`src/rtl/calc_macros.svh`:
```
`ifndef CALC_MACROS_SVH
`define CALC_MACROS_SVH

// Operand and result width
`define CALC_DATA_WIDTH 16

// Operand memory geometry
`define CALC_MEM_DEPTH 16
`define CALC_ADDR_WIDTH 4

// Fixed slots in the operand memory
`define CALC_OPERAND_A_ADDR 0
`define CALC_OPERAND_B_ADDR 1
`define CALC_RESULT_ADDR 2

`endif

```
`src/rtl/calc_pkg.sv`:
```
`default_nettype none

`include "calc_macros.svh"

package calc_pkg;

    typedef logic [`CALC_DATA_WIDTH-1:0] word_t;      // One data word
    typedef logic [3:0]                  digit_t;     // Decimal key, 0 to 9
    typedef logic [`CALC_ADDR_WIDTH-1:0] mem_addr_t;  // Word address

    typedef enum logic [1:0] {
        OP_ADD,
        OP_SUB,
        OP_MUL
    } calc_op_t;

    typedef enum logic {
        ENTRY_OPERATOR,
        ENTRY_EQUAL
    } entry_kind_t;

    // One completed operand from the keypad
    typedef struct packed {
        entry_kind_t kind;
        calc_op_t    op;
        word_t       value;
    } entry_t;

    // Wishbone classic, master to slave
    typedef struct packed {
        logic      cyc;
        logic      stb;
        logic      we;
        mem_addr_t adr;
        word_t     dat;
    } wb_req_t;

    // Wishbone classic, slave to master
    typedef struct packed {
        logic  ack;
        word_t dat;
    } wb_rsp_t;

    typedef enum logic [3:0] {
        GET_FIRST,
        WRITE_A,
        GET_SECOND,
        WRITE_B,
        READ_A,
        READ_B,
        CALC,
        WRITE_RESULT,
        SHOW
    } ctl_state_t;

endpackage

`default_nettype wire

```
`src/rtl/key_entry.sv`:
```
`timescale 1ns/10ps
`default_nettype none

module key_entry
    import calc_pkg::*;
(
    input  logic     clk,
    input  logic     reset,
    input  logic     busy,         // Controller is working, drop keys
    input  logic     key_valid,
    input  digit_t   key_digit,
    input  logic     op_valid,
    input  calc_op_t op_code,
    input  logic     equal_valid,
    output logic     entry_valid,  // One cycle per operator or equal key
    output entry_t   entry
);

    word_t acc_q;  // Operand being typed

    // Accumulator and event strobe
    always_ff @(posedge clk or posedge reset) begin
        if (reset) begin
            acc_q       <= '0;
            entry_valid <= 1'b0;
        end else begin
            entry_valid <= 1'b0;
            if (!busy) begin
                if (op_valid || equal_valid) begin
                    entry_valid <= 1'b1;
                    acc_q       <= '0;  // Next operand starts fresh
                end else if (key_valid) begin
                    // Times ten as 8x + 2x, wraps at 16 bits
                    acc_q <= (acc_q << 3) + (acc_q << 1) + word_t'(key_digit);
                end
            end
        end
    end

    // Event payload
    always_ff @(posedge clk) begin
        if (!busy && (op_valid || equal_valid)) begin
            entry.value <= acc_q;
            entry.op    <= op_code;
            if (op_valid) begin
                entry.kind <= ENTRY_OPERATOR;  // Operator wins a tie
            end else begin
                entry.kind <= ENTRY_EQUAL;
            end
        end
    end

endmodule

`default_nettype wire

```
`src/rtl/operand_memory.sv`:
```
`timescale 1ns/10ps
`default_nettype none

`include "calc_macros.svh"

module operand_memory
    import calc_pkg::*;
(
    input  logic    clk,
    input  logic    reset,
    input  wb_req_t wb_req,
    output wb_rsp_t wb_rsp
);

    word_t mem [`CALC_MEM_DEPTH];
    word_t rd_data_q;
    logic  ack_q;
    logic  accept;

    // A held stb is taken once, the ack cycle blocks a second transfer
    assign accept = wb_req.cyc && wb_req.stb && !ack_q;

    always_ff @(posedge clk or posedge reset) begin
        if (reset) begin
            ack_q <= 1'b0;
        end else begin
            ack_q <= accept;  // One cycle after stb
        end
    end

    // Storage and read port
    always_ff @(posedge clk) begin
        if (accept) begin
            if (wb_req.we) begin
                mem[wb_req.adr] <= wb_req.dat;
            end
            rd_data_q <= mem[wb_req.adr];  // Valid with the ack
        end
    end

    assign wb_rsp.ack = ack_q;
    assign wb_rsp.dat = rd_data_q;

endmodule

`default_nettype wire

```
`src/rtl/shift_add_multiplier.sv`:
```
`timescale 1ns/10ps
`default_nettype none

`include "calc_macros.svh"

module shift_add_multiplier
    import calc_pkg::*;
(
    input  logic  clk,
    input  logic  reset,
    input  logic  start,
    input  word_t multiplicand,
    input  word_t multiplier,
    output word_t product,  // Low 16 bits of the full product
    output logic  done
);

    localparam int STEP_WIDTH = $clog2(`CALC_DATA_WIDTH);
    localparam logic [STEP_WIDTH-1:0] LAST_STEP = STEP_WIDTH'(`CALC_DATA_WIDTH - 1);

    word_t                 mcand_q;    // Shifts left each step
    word_t                 mplier_q;   // Shifts right, bit 0 decides
    word_t                 acc_q;
    logic [STEP_WIDTH-1:0] step_q;
    logic                  running_q;

    // Step sequencing
    always_ff @(posedge clk or posedge reset) begin
        if (reset) begin
            running_q <= 1'b0;
            step_q    <= '0;
            done      <= 1'b0;
        end else begin
            done <= 1'b0;
            if (start) begin
                running_q <= 1'b1;
                step_q    <= '0;
            end else if (running_q) begin
                step_q <= step_q + 1'b1;
                if (step_q == LAST_STEP) begin
                    running_q <= 1'b0;
                    done      <= 1'b1;  // Product final on this edge
                end
            end
        end
    end

    // Datapath, carries out of bit 15 are dropped
    always_ff @(posedge clk) begin
        if (start) begin
            mcand_q  <= multiplicand;
            mplier_q <= multiplier;
            acc_q    <= '0;
        end else if (running_q) begin
            if (mplier_q[0]) begin
                acc_q <= acc_q + mcand_q;
            end
            mcand_q  <= mcand_q << 1;
            mplier_q <= mplier_q >> 1;
        end
    end

    assign product = acc_q;

endmodule

`default_nettype wire

```
`src/rtl/arith_unit.sv`:
```
`timescale 1ns/10ps
`default_nettype none

module arith_unit
    import calc_pkg::*;
(
    input  logic     clk,
    input  logic     reset,
    input  logic     start,
    input  calc_op_t op,
    input  word_t    operand_a,
    input  word_t    operand_b,
    output word_t    result,
    output logic     finish
);

    word_t addsub_q;
    logic  addsub_done_q;
    logic  mul_start;
    word_t mul_product;
    logic  mul_done;

    assign mul_start = start && (op == OP_MUL);

    always_ff @(posedge clk or posedge reset) begin
        if (reset) begin
            addsub_done_q <= 1'b0;
        end else begin
            addsub_done_q <= start && (op != OP_MUL);  // One cycle result
        end
    end

    always_ff @(posedge clk) begin
        if (start) begin
            if (op == OP_SUB) begin
                addsub_q <= operand_a - operand_b;  // Wraps below zero
            end else begin
                addsub_q <= operand_a + operand_b;
            end
        end
    end

    shift_add_multiplier u_mult (
        .clk          (clk),
        .reset        (reset),
        .start        (mul_start),
        .multiplicand (operand_a),
        .multiplier   (operand_b),
        .product      (mul_product),
        .done         (mul_done)
    );

    // Only one path can finish in a given cycle
    assign result = mul_done ? mul_product : addsub_q;
    assign finish = addsub_done_q || mul_done;

endmodule

`default_nettype wire

```
`src/rtl/calc_control.sv`:
```
`timescale 1ns/10ps
`default_nettype none

`include "calc_macros.svh"

module calc_control
    import calc_pkg::*;
(
    input  logic     clk,
    input  logic     reset,
    input  logic     entry_valid,
    input  entry_t   entry,
    input  wb_rsp_t  wb_rsp,
    output wb_req_t  wb_req,
    input  word_t    arith_result,
    input  logic     arith_finish,
    output logic     arith_start,
    output calc_op_t arith_op,       // Pending operator
    output word_t    arith_a,
    output word_t    arith_b,
    output logic     busy,
    output logic     complete,
    output word_t    display_value
);

    ctl_state_t state;
    logic       bus_ack;   // Current transfer finishes this cycle
    logic       bus_idle;  // No transfer open, free to raise one

    assign bus_ack  = wb_req.cyc && wb_rsp.ack;
    assign bus_idle = !wb_req.cyc;

    function automatic wb_req_t bus_open(logic we, mem_addr_t adr, word_t dat);
        wb_req_t req;
        req.cyc = 1'b1;
        req.stb = 1'b1;
        req.we  = we;
        req.adr = adr;
        req.dat = dat;
        return req;
    endfunction

    always_ff @(posedge clk or posedge reset) begin
        if (reset) begin
            state         <= GET_FIRST;
            wb_req        <= '0;
            arith_start   <= 1'b0;
            arith_op      <= OP_ADD;
            display_value <= '0;
        end else begin
            arith_start <= 1'b0;
            if (bus_ack) begin
                // Strobes drop in the cycle after ack, dat stays for the display
                wb_req.cyc <= 1'b0;
                wb_req.stb <= 1'b0;
                wb_req.we  <= 1'b0;
            end
            case (state)
                GET_FIRST: begin
                    if (entry_valid && entry.kind == ENTRY_OPERATOR) begin
                        arith_op <= entry.op;
                        wb_req   <= bus_open(1'b1, mem_addr_t'(`CALC_OPERAND_A_ADDR),
                                             entry.value);
                        state    <= WRITE_A;
                    end
                end
                WRITE_A: begin
                    if (bus_ack) state <= GET_SECOND;
                end
                GET_SECOND: begin
                    // A second operator is dropped along with its digits
                    if (entry_valid && entry.kind == ENTRY_EQUAL) begin
                        wb_req <= bus_open(1'b1, mem_addr_t'(`CALC_OPERAND_B_ADDR),
                                           entry.value);
                        state  <= WRITE_B;
                    end
                end
                WRITE_B: begin
                    if (bus_ack) state <= READ_A;
                end
                READ_A: begin
                    if (bus_ack) begin
                        state <= READ_B;
                    end else if (bus_idle) begin
                        wb_req <= bus_open(1'b0, mem_addr_t'(`CALC_OPERAND_A_ADDR), '0);
                    end
                end
                READ_B: begin
                    if (bus_ack) begin
                        arith_start <= 1'b1;  // Both operands valid next cycle
                        state       <= CALC;
                    end else if (bus_idle) begin
                        wb_req <= bus_open(1'b0, mem_addr_t'(`CALC_OPERAND_B_ADDR), '0);
                    end
                end
                CALC: begin
                    if (arith_finish) begin
                        wb_req <= bus_open(1'b1, mem_addr_t'(`CALC_RESULT_ADDR),
                                           arith_result);
                        state  <= WRITE_RESULT;
                    end
                end
                WRITE_RESULT: begin
                    if (bus_ack) begin
                        display_value <= wb_req.dat;
                        state         <= SHOW;
                    end
                end
                SHOW: begin
                    state <= GET_FIRST;
                end
                default: begin
                    state <= GET_FIRST;
                end
            endcase
        end
    end

    // Operands come only from memory reads
    always_ff @(posedge clk) begin
        if (bus_ack && state == READ_A) begin
            arith_a <= wb_rsp.dat;
        end
        if (bus_ack && state == READ_B) begin
            arith_b <= wb_rsp.dat;
        end
    end

    assign complete = (state == SHOW);
    assign busy     = (state != GET_FIRST) && (state != WRITE_A) && (state != GET_SECOND);

endmodule

`default_nettype wire

```
`src/rtl/calculator_top.sv`:
```
`timescale 1ns/10ps
`default_nettype none

module calculator_top
    import calc_pkg::*;
(
    input  logic     clk,
    input  logic     reset,
    input  logic     key_valid,
    input  digit_t   key_digit,
    input  logic     op_valid,
    input  calc_op_t op_code,
    input  logic     equal_valid,
    output word_t    display_value,
    output logic     complete,
    output logic     busy
);

    logic     entry_valid;
    entry_t   entry;
    wb_req_t  wb_req;
    wb_rsp_t  wb_rsp;
    word_t    arith_result;
    logic     arith_finish;
    logic     arith_start;
    calc_op_t arith_op;
    word_t    arith_a;
    word_t    arith_b;

    key_entry u_entry (
        .clk         (clk),
        .reset       (reset),
        .busy        (busy),
        .key_valid   (key_valid),
        .key_digit   (key_digit),
        .op_valid    (op_valid),
        .op_code     (op_code),
        .equal_valid (equal_valid),
        .entry_valid (entry_valid),
        .entry       (entry)
    );

    calc_control u_control (
        .clk           (clk),
        .reset         (reset),
        .entry_valid   (entry_valid),
        .entry         (entry),
        .wb_rsp        (wb_rsp),
        .wb_req        (wb_req),
        .arith_result  (arith_result),
        .arith_finish  (arith_finish),
        .arith_start   (arith_start),
        .arith_op      (arith_op),
        .arith_a       (arith_a),
        .arith_b       (arith_b),
        .busy          (busy),
        .complete      (complete),
        .display_value (display_value)
    );

    operand_memory u_memory (
        .clk    (clk),
        .reset  (reset),
        .wb_req (wb_req),
        .wb_rsp (wb_rsp)
    );

    arith_unit u_arith (
        .clk       (clk),
        .reset     (reset),
        .start     (arith_start),
        .op        (arith_op),
        .operand_a (arith_a),
        .operand_b (arith_b),
        .result    (arith_result),
        .finish    (arith_finish)
    );

endmodule

`default_nettype wire

```
`config.mk`:
```
export PLATFORM = sky130hd
export DESIGN_NAME = calculator_top
export DESIGN_NICKNAME = d
export VERILOG_FILES = /design/src/rtl/calc_pkg.sv /design/src/rtl/key_entry.sv /design/src/rtl/operand_memory.sv /design/src/rtl/shift_add_multiplier.sv /design/src/rtl/arith_unit.sv /design/src/rtl/calc_control.sv /design/src/rtl/calculator_top.sv
export VERILOG_INCLUDE_DIRS = /design/src /design/src/rtl
export SDC_FILE = /design/constraint.sdc
export NUM_CORES = 1
export LEC_CHECK = 0
export ABC_CLOCK_PERIOD_IN_PS = 7700
export BUFFER_PORTS_ARGS = -buffer_cell sky130_fd_sc_hd__buf_4
export CAP_MARGIN = 20
export CORE_MARGIN = 1.5
export CORE_UTILIZATION = 30
export DETAILED_ROUTE_END_ITERATION = 7
export PLACE_DENSITY = 0.54
export SLEW_MARGIN = 5
export SYNTH_ARGS = -nofsm -noshare
export SYNTH_HDL_FRONTEND = slang
export SYNTH_SLANG_ARGS = --single-unit
```
`constraint.sdc`:
```
create_clock -name clk -period 7.7 [get_ports clk]
set_clock_uncertainty 0.15 [all_clocks]
set_input_delay 1.54 -clock clk [delete_from_list [all_inputs] [get_ports clk]]
set_output_delay 1.54 -clock clk [all_outputs]
set_load 0.02 [all_outputs]
```
==> reports/qor.yml, run 1 <==
clocking:
  clk_pin_slew_ns: 0.06
  cts.htree.levels: 1
  cts_tree: "done"
  root_buffer: "clkbuf_16"
  cts_setup_buffers: 0
  cts_resized: 0
  ctsHoldBuffers: 0
  ctsLongestPathBuffers: 3
  cts_buffers: 30
  clkLatencyLatePin_ns: 0.54
  clock_sinks: 264
power_and_ir_drop:
  peakVddDrop_mv: 0.141
  p_per_area_nw_per_um2: 359
  p_leak_nw: 5.67
drt:
  vias_per_cell: 4.74
  wl_per_cell_um: 16.1
  first_iter_violations: 396
  met1_length_um: 12000
  highest_layer: "met4"
  dr_wl_met2_um: 11900
  firstDrtPassIters: 5
  met3_length_um: 1030
  vias: 7451
  drc: 0
  drtAntennaViolNets: 0
  wirelength_um: 25400
die:
  ios: 29
  initial_core_util: 0.303
  die_x_um: 206
  fp.coreArea_sq_um: 40600
  rows: 74
  die_y_um: 206
  die_area_sq_um: 42300
synthesis:
  synth_top_area_cell: "edfxtp_1"
  ys_warn_count: 0
  synth_area_sq_um: 12300
  synth-edff-count: 179
  synth_area_leaders: "edfxtp_1 (44%), dfrtp_1 (14%), ha_1 (5.9%)"
  async_flop_share: 0.261
  synth-main-ff-cell: "edfxtp_1"
  syn_avg_cell_area_sq_um: 12.6
  synthCells: 979
  ys_types: 71
  synth_nets: 1052
  synth_top_area_frac: 0.436
  ys_seq_area_frac: 0.603
  ys_seq_elements: 264
status:
  status: "completed"
critical_path:
  crit_path_end_kind: "flip-flop"
  required_ns: 7.84
  arrival_ns: 3.75
  startpoint_type: "flip-flop"
  cp_max_fo: 10
  crit_type: "reg -> reg"
finish:
  area_growth_pct: 16.3
  diodes: 0
  multi_input_area_sq_um: 4650
  final_cells: 1571
  drive_gt1_frac: 0.129
  nNetsFinal: 1088
  fillerInstances: 3874
  regArea_sq_um: 7420
timing:
  slew_headroom: 0.305
  hold_viol_final: 0
  period_minus_slack_ns: 3.60
  rsz0062_at_grt: "no"
  tns_ns: 0
  post-route-period-util: 0.468
  finalSetupViolCount: 0
  max_freq_mhz: 278
  tightestPinTransition_ns: 1.04
  maxSlewViolCount: 0
hold_path:
  hold_class: "reg -> reg"
job:
  cap_violations: 0
grt:
  grt_max_degree: 70
  antenna_found_initial: 0
  grt_pass1_wl_um: 40800
  grt_use_total: 0.122
  grt-ovfl-total: 0
  grt_pass1_vias: 7554
place:
  place.gp.congestion: 0.851
  io_buffers: 28
  hpwl_um: 17800
  dp.cells: 1514
final timing paths:
kind / startpoint / to / slack (ns) / depth (start not counted)
worst min-delay path: u_memory.rd_data_q[8] / u_control.arith_a[8] / 0.29 / 0
min in group asynchronous: reset / u_control.display_value[15] / 1.15 / 3
worst min register to register: u_memory.rd_data_q[8] / u_control.arith_a[8] / 0.29 / 0
max in group asynchronous: reset / u_control.display_value[1] / 5.63 / 3
worst max-delay path: u_control.arith_b[0] / u_arith.addsub_q[15] / 4.10 / 14
worst max register to register: u_control.arith_b[0] / u_arith.addsub_q[15] / 4.10 / 14
state kept, by name (all words and copies together), names as in the netlist, 16 cells and up:
| signal | cells |
|---|---|
| u_control.display_value | 16 |
| u_memory.rd_data_q | 16 |
| u_memory.mem | 64 |
| u_control.arith_a | 16 |
| u_arith.u_mult.mcand_q | 16 |
| u_control.arith_b | 16 |
| u_arith.u_mult.mplier_q | 16 |
| u_arith.u_mult.product | 16 |
| u_entry.acc_q | 16 |
| u_entry.entry | 19 |
| u_arith.addsub_q | 16 |
| u_control.wb_req | 21 |
final cells by class:
cell class	instances	area share
multi-input cells	647	0.325
clock inverters	17	0.0219
clock buffers	39	0.0577
flip-flops and latches	264	0.518
inverters	33	0.00865
repair buffers	39	0.0218
well taps	532	0.0465
critical path, stage by stage (launching register included):
cell	delay [ns]
edfxtp_1	0.42
inv_1	0.10
ha_1	0.17
nand2b_1	0.08
or4_1	0.43
nor2_1	0.30
a21oi_1	0.13
xnor2_1	0.17
ha_1	0.38
o21ai_1	0.14
a21oi_1	0.10
and4_1	0.20
a211o_1	0.31
a21oi_1	0.18
xnor2_1	0.08
cells by family (layout without fill, tap and decap cells):
logic type               after synthesis  after routing  share of synthesized area
AO/OA/AOI/OAI                        188            188                      0.103
XOR/XNOR                              45             45                     0.0320
adder cells (fa/ha/maj)               62             62                     0.0654
buffers and inverters                 68            128                     0.0221
flip-flops                           264            264                      0.603
multiplexers                          52             52                     0.0604
AND/OR/NAND/NOR                      300            300                      0.114
through the flow:
step / instance area [sq um] / setup WS [ns] / utilization / hold slack [ns] / total power, mW
5_1_grt: 14300 / 3.89 / 0.352 / 0.301 / 5.44
4_1_cts: 14300 / 4.07 / 0.352 / 0.293 / 5.18
3_5_place_dp: 13200 / 3.65 / 0.324 / 0.280 / 3.55
2_1_floorplan: 12300 / 3.95 / - / 0.271 / 3.16
3_3_place_gp: 13200 / 3.66 / 0.324 / 0.274 / 3.53
6_report: 14300 / 4.10 / 0.352 / 0.293 / 5.14
metal layers:
metal | up-vias | track usage
li1 | 3710 | -
met1 | 3601 | 0.161
met2 | 105 | 0.208
met3 | 35 | 0.0207
met4 | 0 | 0.0315
met5 | - | 0
synthesized netlist by cell type (5+ instances only):
cell      instances
mux2_2            9
mux4_2           16
o21ai_0          36
edfxtp_1        179
xor2_1           20
a21o_1           13
dfxtp_1          16
buf_2            11
nand3_1          19
nor2b_1          10
a31oi_1           8
buf_1             5
mux2_1            9
xnor2_1          25
inv_1            33
and2_1            5
nand2b_1         11
a211oi_1          6
clkbuf_1         18
a21oi_1          46
and4_1            6
nor3_1           18
dfrtp_1          69
mux2i_1          18
o21ai_1          13
and3_1           11
a221o_1          16
nand2_1         132
nand4_1           5
nor2_1           60
ha_1             58
where the power goes:
group	internal [mW]	switching [mW]
registers	1.94	0.220
logic	0.572	0.796
clock network	1.05	0.560
layout by cell type, fill, tap and decap left out, types with 10 or more instances in the layout:
cell type    n
xnor2_1     25
mux2i_1     18
edfxtp_1   179
mux4_2      16
a221o_1     16
buf_4       38
nand2_1    132
nand3_1     19
a21oi_1     46
and3_1      11
dfxtp_1     16
o21ai_1     13
inv_1       32
ha_1        58
nand2b_1    11
nor2_1      57
a21o_1      13
nor3_1      17
xor2_1      20
clkbuf_16   31
o21ai_0     36
nor2b_1     10
dfrtp_1     69
Note: power is estimated with default switching activity, not from simulation.
==> inputs of run 2 (changes only) <==
- ABC_AREA: unset -> 1
- ABC_CLOCK_PERIOD_IN_PS: 7700 -> 3530
- clock period: 7.7 -> 3.53 ns (I/O delays scaled with it)
==> reports/qor.yml, run 2 <==
die:
  die_x_um: 209  # +1.7%
  ios: 29  # unchanged
  rows: 75  # +1.4%
  initial_core_util: 0.304  # +0.000663
  die_y_um: 209  # +1.7%
  die_area_sq_um: 43700  # +3.4%
  fp.coreArea_sq_um: 41900  # +3.2%
timing:
  finalSetupViolCount: 0  # unchanged
  post-route-period-util: 0.856  # +0.388
  hold_viol_final: 0  # unchanged
  slew_headroom: 0.435  # +0.130
  maxSlewViolCount: 0  # unchanged
  max_freq_mhz: 331  # +19%
  rsz0062_at_grt: "no"
  holdWs_ns: 0.183  # -0.110 ns
  tns_ns: 0  # unchanged
  tightestPinTransition_ns: 0.846  # -0.197 ns
  period_minus_slack_ns: 3.02  # -0.583 ns
grt:
  grt_use_total: 0.141  # +0.0191
  grt_pass1_wl_um: 48900  # +20%
  antenna_found_initial: 0  # unchanged
  grt_pass1_vias: 8951  # +18%
  grt_max_degree: 39  # -44%
  grt-ovfl-total: 0  # unchanged
finish:
  final_cells: 1938  # +23%
  fillerInstances: 4222  # +9.0%
  layout_commonest_cell: "nand2_1"
  diodes: 0  # unchanged
  fin_area_sq_um: 14700  # +2.8%
  final_cell_mix: "nand2_1 (392), edfxtp_1 (179), inv_1 (153)"
  nNetsFinal: 1449  # +33%
  largest-register: "u_memory.mem"
  top_regs: "u_memory.mem: 64 flops, u_control.wb_req: 21 flops, u_entry.entry: 19 flops"
  area_growth_pct: 15.6
  largest_reg_flops: 64  # unchanged
  drive_gt1_frac: 0.0901  # -0.0389
drt:
  drc: 0  # unchanged
  wirelength_um: 30400  # +20%
  first_iter_violations: 458  # +16%
  drtAntennaViolNets: 0  # unchanged
  vias_per_cell: 4.62  # -2.6%
  wl_per_cell_um: 15.7  # -2.8%
  firstDrtPassIters: 4  # -1
  vias: 8952  # +20%
place:
  io_buffers: 28  # unchanged
  place_area_sq_um: 13700  # +4.2%
  hpwl_um: 22700  # +27%
  place.gp.congestion: 0.859  # +1.0%
  dp.cells: 1882  # +24%
critical_path:
  r2r_slack_ns: 0.51  # -3.59 ns
  arrival_ns: 3.17  # -0.58 ns
  startpoint_type: "flip-flop"
  crit_path_end_kind: "flip-flop"
  startpoint: "u_control.arith_b[0]"
  reg2reg_from: "u_control.arith_b[0]"
  cp_max_fo: 6  # -4
  required_ns: 3.68  # -4.16 ns
  crit_type: "reg -> reg"
clocking:
  ctsLongestPathBuffers: 3  # unchanged
  clkLatencyLatePin_ns: 0.56  # +0.02 ns
  cts_buffers: 30  # unchanged
  root_buffer: "clkbuf_16"
  cts_tree: "done"
  clk_pin_slew_ns: 0.06  # about the same
  cts_resized: 0  # unchanged
  cts.htree.levels: 1  # unchanged
  clock_sinks: 264  # unchanged
  cts_setup_buffers: 0  # unchanged
synthesis:
  synth_nets: 1393  # +32%
  synth_area_sq_um: 12700  # +3.4%
  synthMostInstantiatedCell: "nand2_1"
  synthCells: 1320  # +35%
  async_flop_share: 0.261  # unchanged
  ys_types: 42  # -41%
  ys_warn_count: 0  # unchanged
  synth_top_area_cell: "edfxtp_1"
  synth_area_leaders: "edfxtp_1 (42%), dfrtp_1 (14%), nand2_1 (12%)"
  ys_seq_area_frac: 0.583  # -0.0200
  synth-main-ff-cell: "edfxtp_1"
  synth_common_cells: "nand2_1 (392), edfxtp_1 (179), inv_1 (154)"
  ys_seq_elements: 264  # unchanged
  syn_avg_cell_area_sq_um: 9.65  # -23%
  synth_top_area_frac: 0.422  # -0.0145
  synth-edff-count: 179  # unchanged
power_and_ir_drop:
  p_per_area_nw_per_um2: 799  # +120%
  peakVddDrop_mv: 0.406  # +190%
  fin_total_pwr_mw: 11.8  # +130%
  p_leak_nw: 6.72  # +19%
job:
  cap_violations: 0  # unchanged
status:
  status: "completed"
hold_path:
  min_from: "op_code[0]"
  hold_class: "in -> reg"
[run 2: per-stage QoR]
stage / setup WS [ns] / util
finish: 0.510 / 0.351
floorplan: 0.362 / -
CTS: 0.507 / 0.351
global placement: 0.519 / 0.327
global route: 0.157 / 0.351
detailed placement: 0.498 / 0.327
[run 2: what timing repair did]
item	in CTS	in global routing
hold endpoints to repair	12	0
setup endpoints to repair	0	0
hold buffers	1	0
[run 2: final cells by class]
class	instances	area, sq um	share of cell area
flip-flops and latches	264	7420	0.504
clock buffers	43	871	0.0592
well taps	539	674	0.0458
multi-input cells	866	4610	0.313
inverters	161	606	0.0411
repair buffers	53	400	0.0272
clock inverters	12	141	0.00960
[run 2: worst paths after layout]
path	endpoint	depth (start not counted)
worst min register to register	u_entry.entry[15]	0
worst max-delay path	u_arith.addsub_q[15]	16
max in group asynchronous	u_control.arith_op[0]	4
min in group asynchronous	u_control.wb_req[3]	3
worst max register to register	u_arith.addsub_q[15]	16
worst min-delay path	u_entry.entry[16]	1
[run 2: metal layers]
metal | global-route usage | vias to the layer above | wire [um]
met1 | 0.191 | 4214 | 14300
li1 | - | 4527 | -
met3 | 0.0209 | 55 | 1240
met5 | 0 | - | 0
met2 | 0.234 | 156 | 14100
met4 | 0.0422 | 0 | 819
[run 2: worst max-delay path, stage by stage, from the launching register on]
cell and delay, ns:
edfxtp_1 0.39, inv_1 0.11, ha_1 0.20, nand4_1 0.14, nor2_1 0.23, nand3_1 0.11, nand2_1 0.11, xor2_1 0.17
inv_1 0.06, ha_1 0.38, nand2_1 0.13, o21ai_0 0.26, nand2_1 0.10, nand2_1 0.09, a21oi_1 0.04, nand2_1 0.07
nand2_1 0.05
[run 2: cell families (layout without fill, tap and decap cells)]
logic type	count (synthesis)	after routing	share of synthesized area
AOI/OAI and AO/OA	164	164	0.0727
xor gates and xnor gates	34	34	0.0234
adders and majority gates	62	62	0.0633
buffers and inverters	190	269	0.0572
DFF	264	264	0.583
muxes	1	1	0.000884
and+or+nand+nor	605	605	0.200
[run 2: power by group]
group	leakage, nW	internal, mW	switching (mW)	total (mW)
combinational	3.52	1.34	2.49	3.83
sequential	2.72	4.29	0.482	4.78
clock	0.492	1.92	1.24	3.16
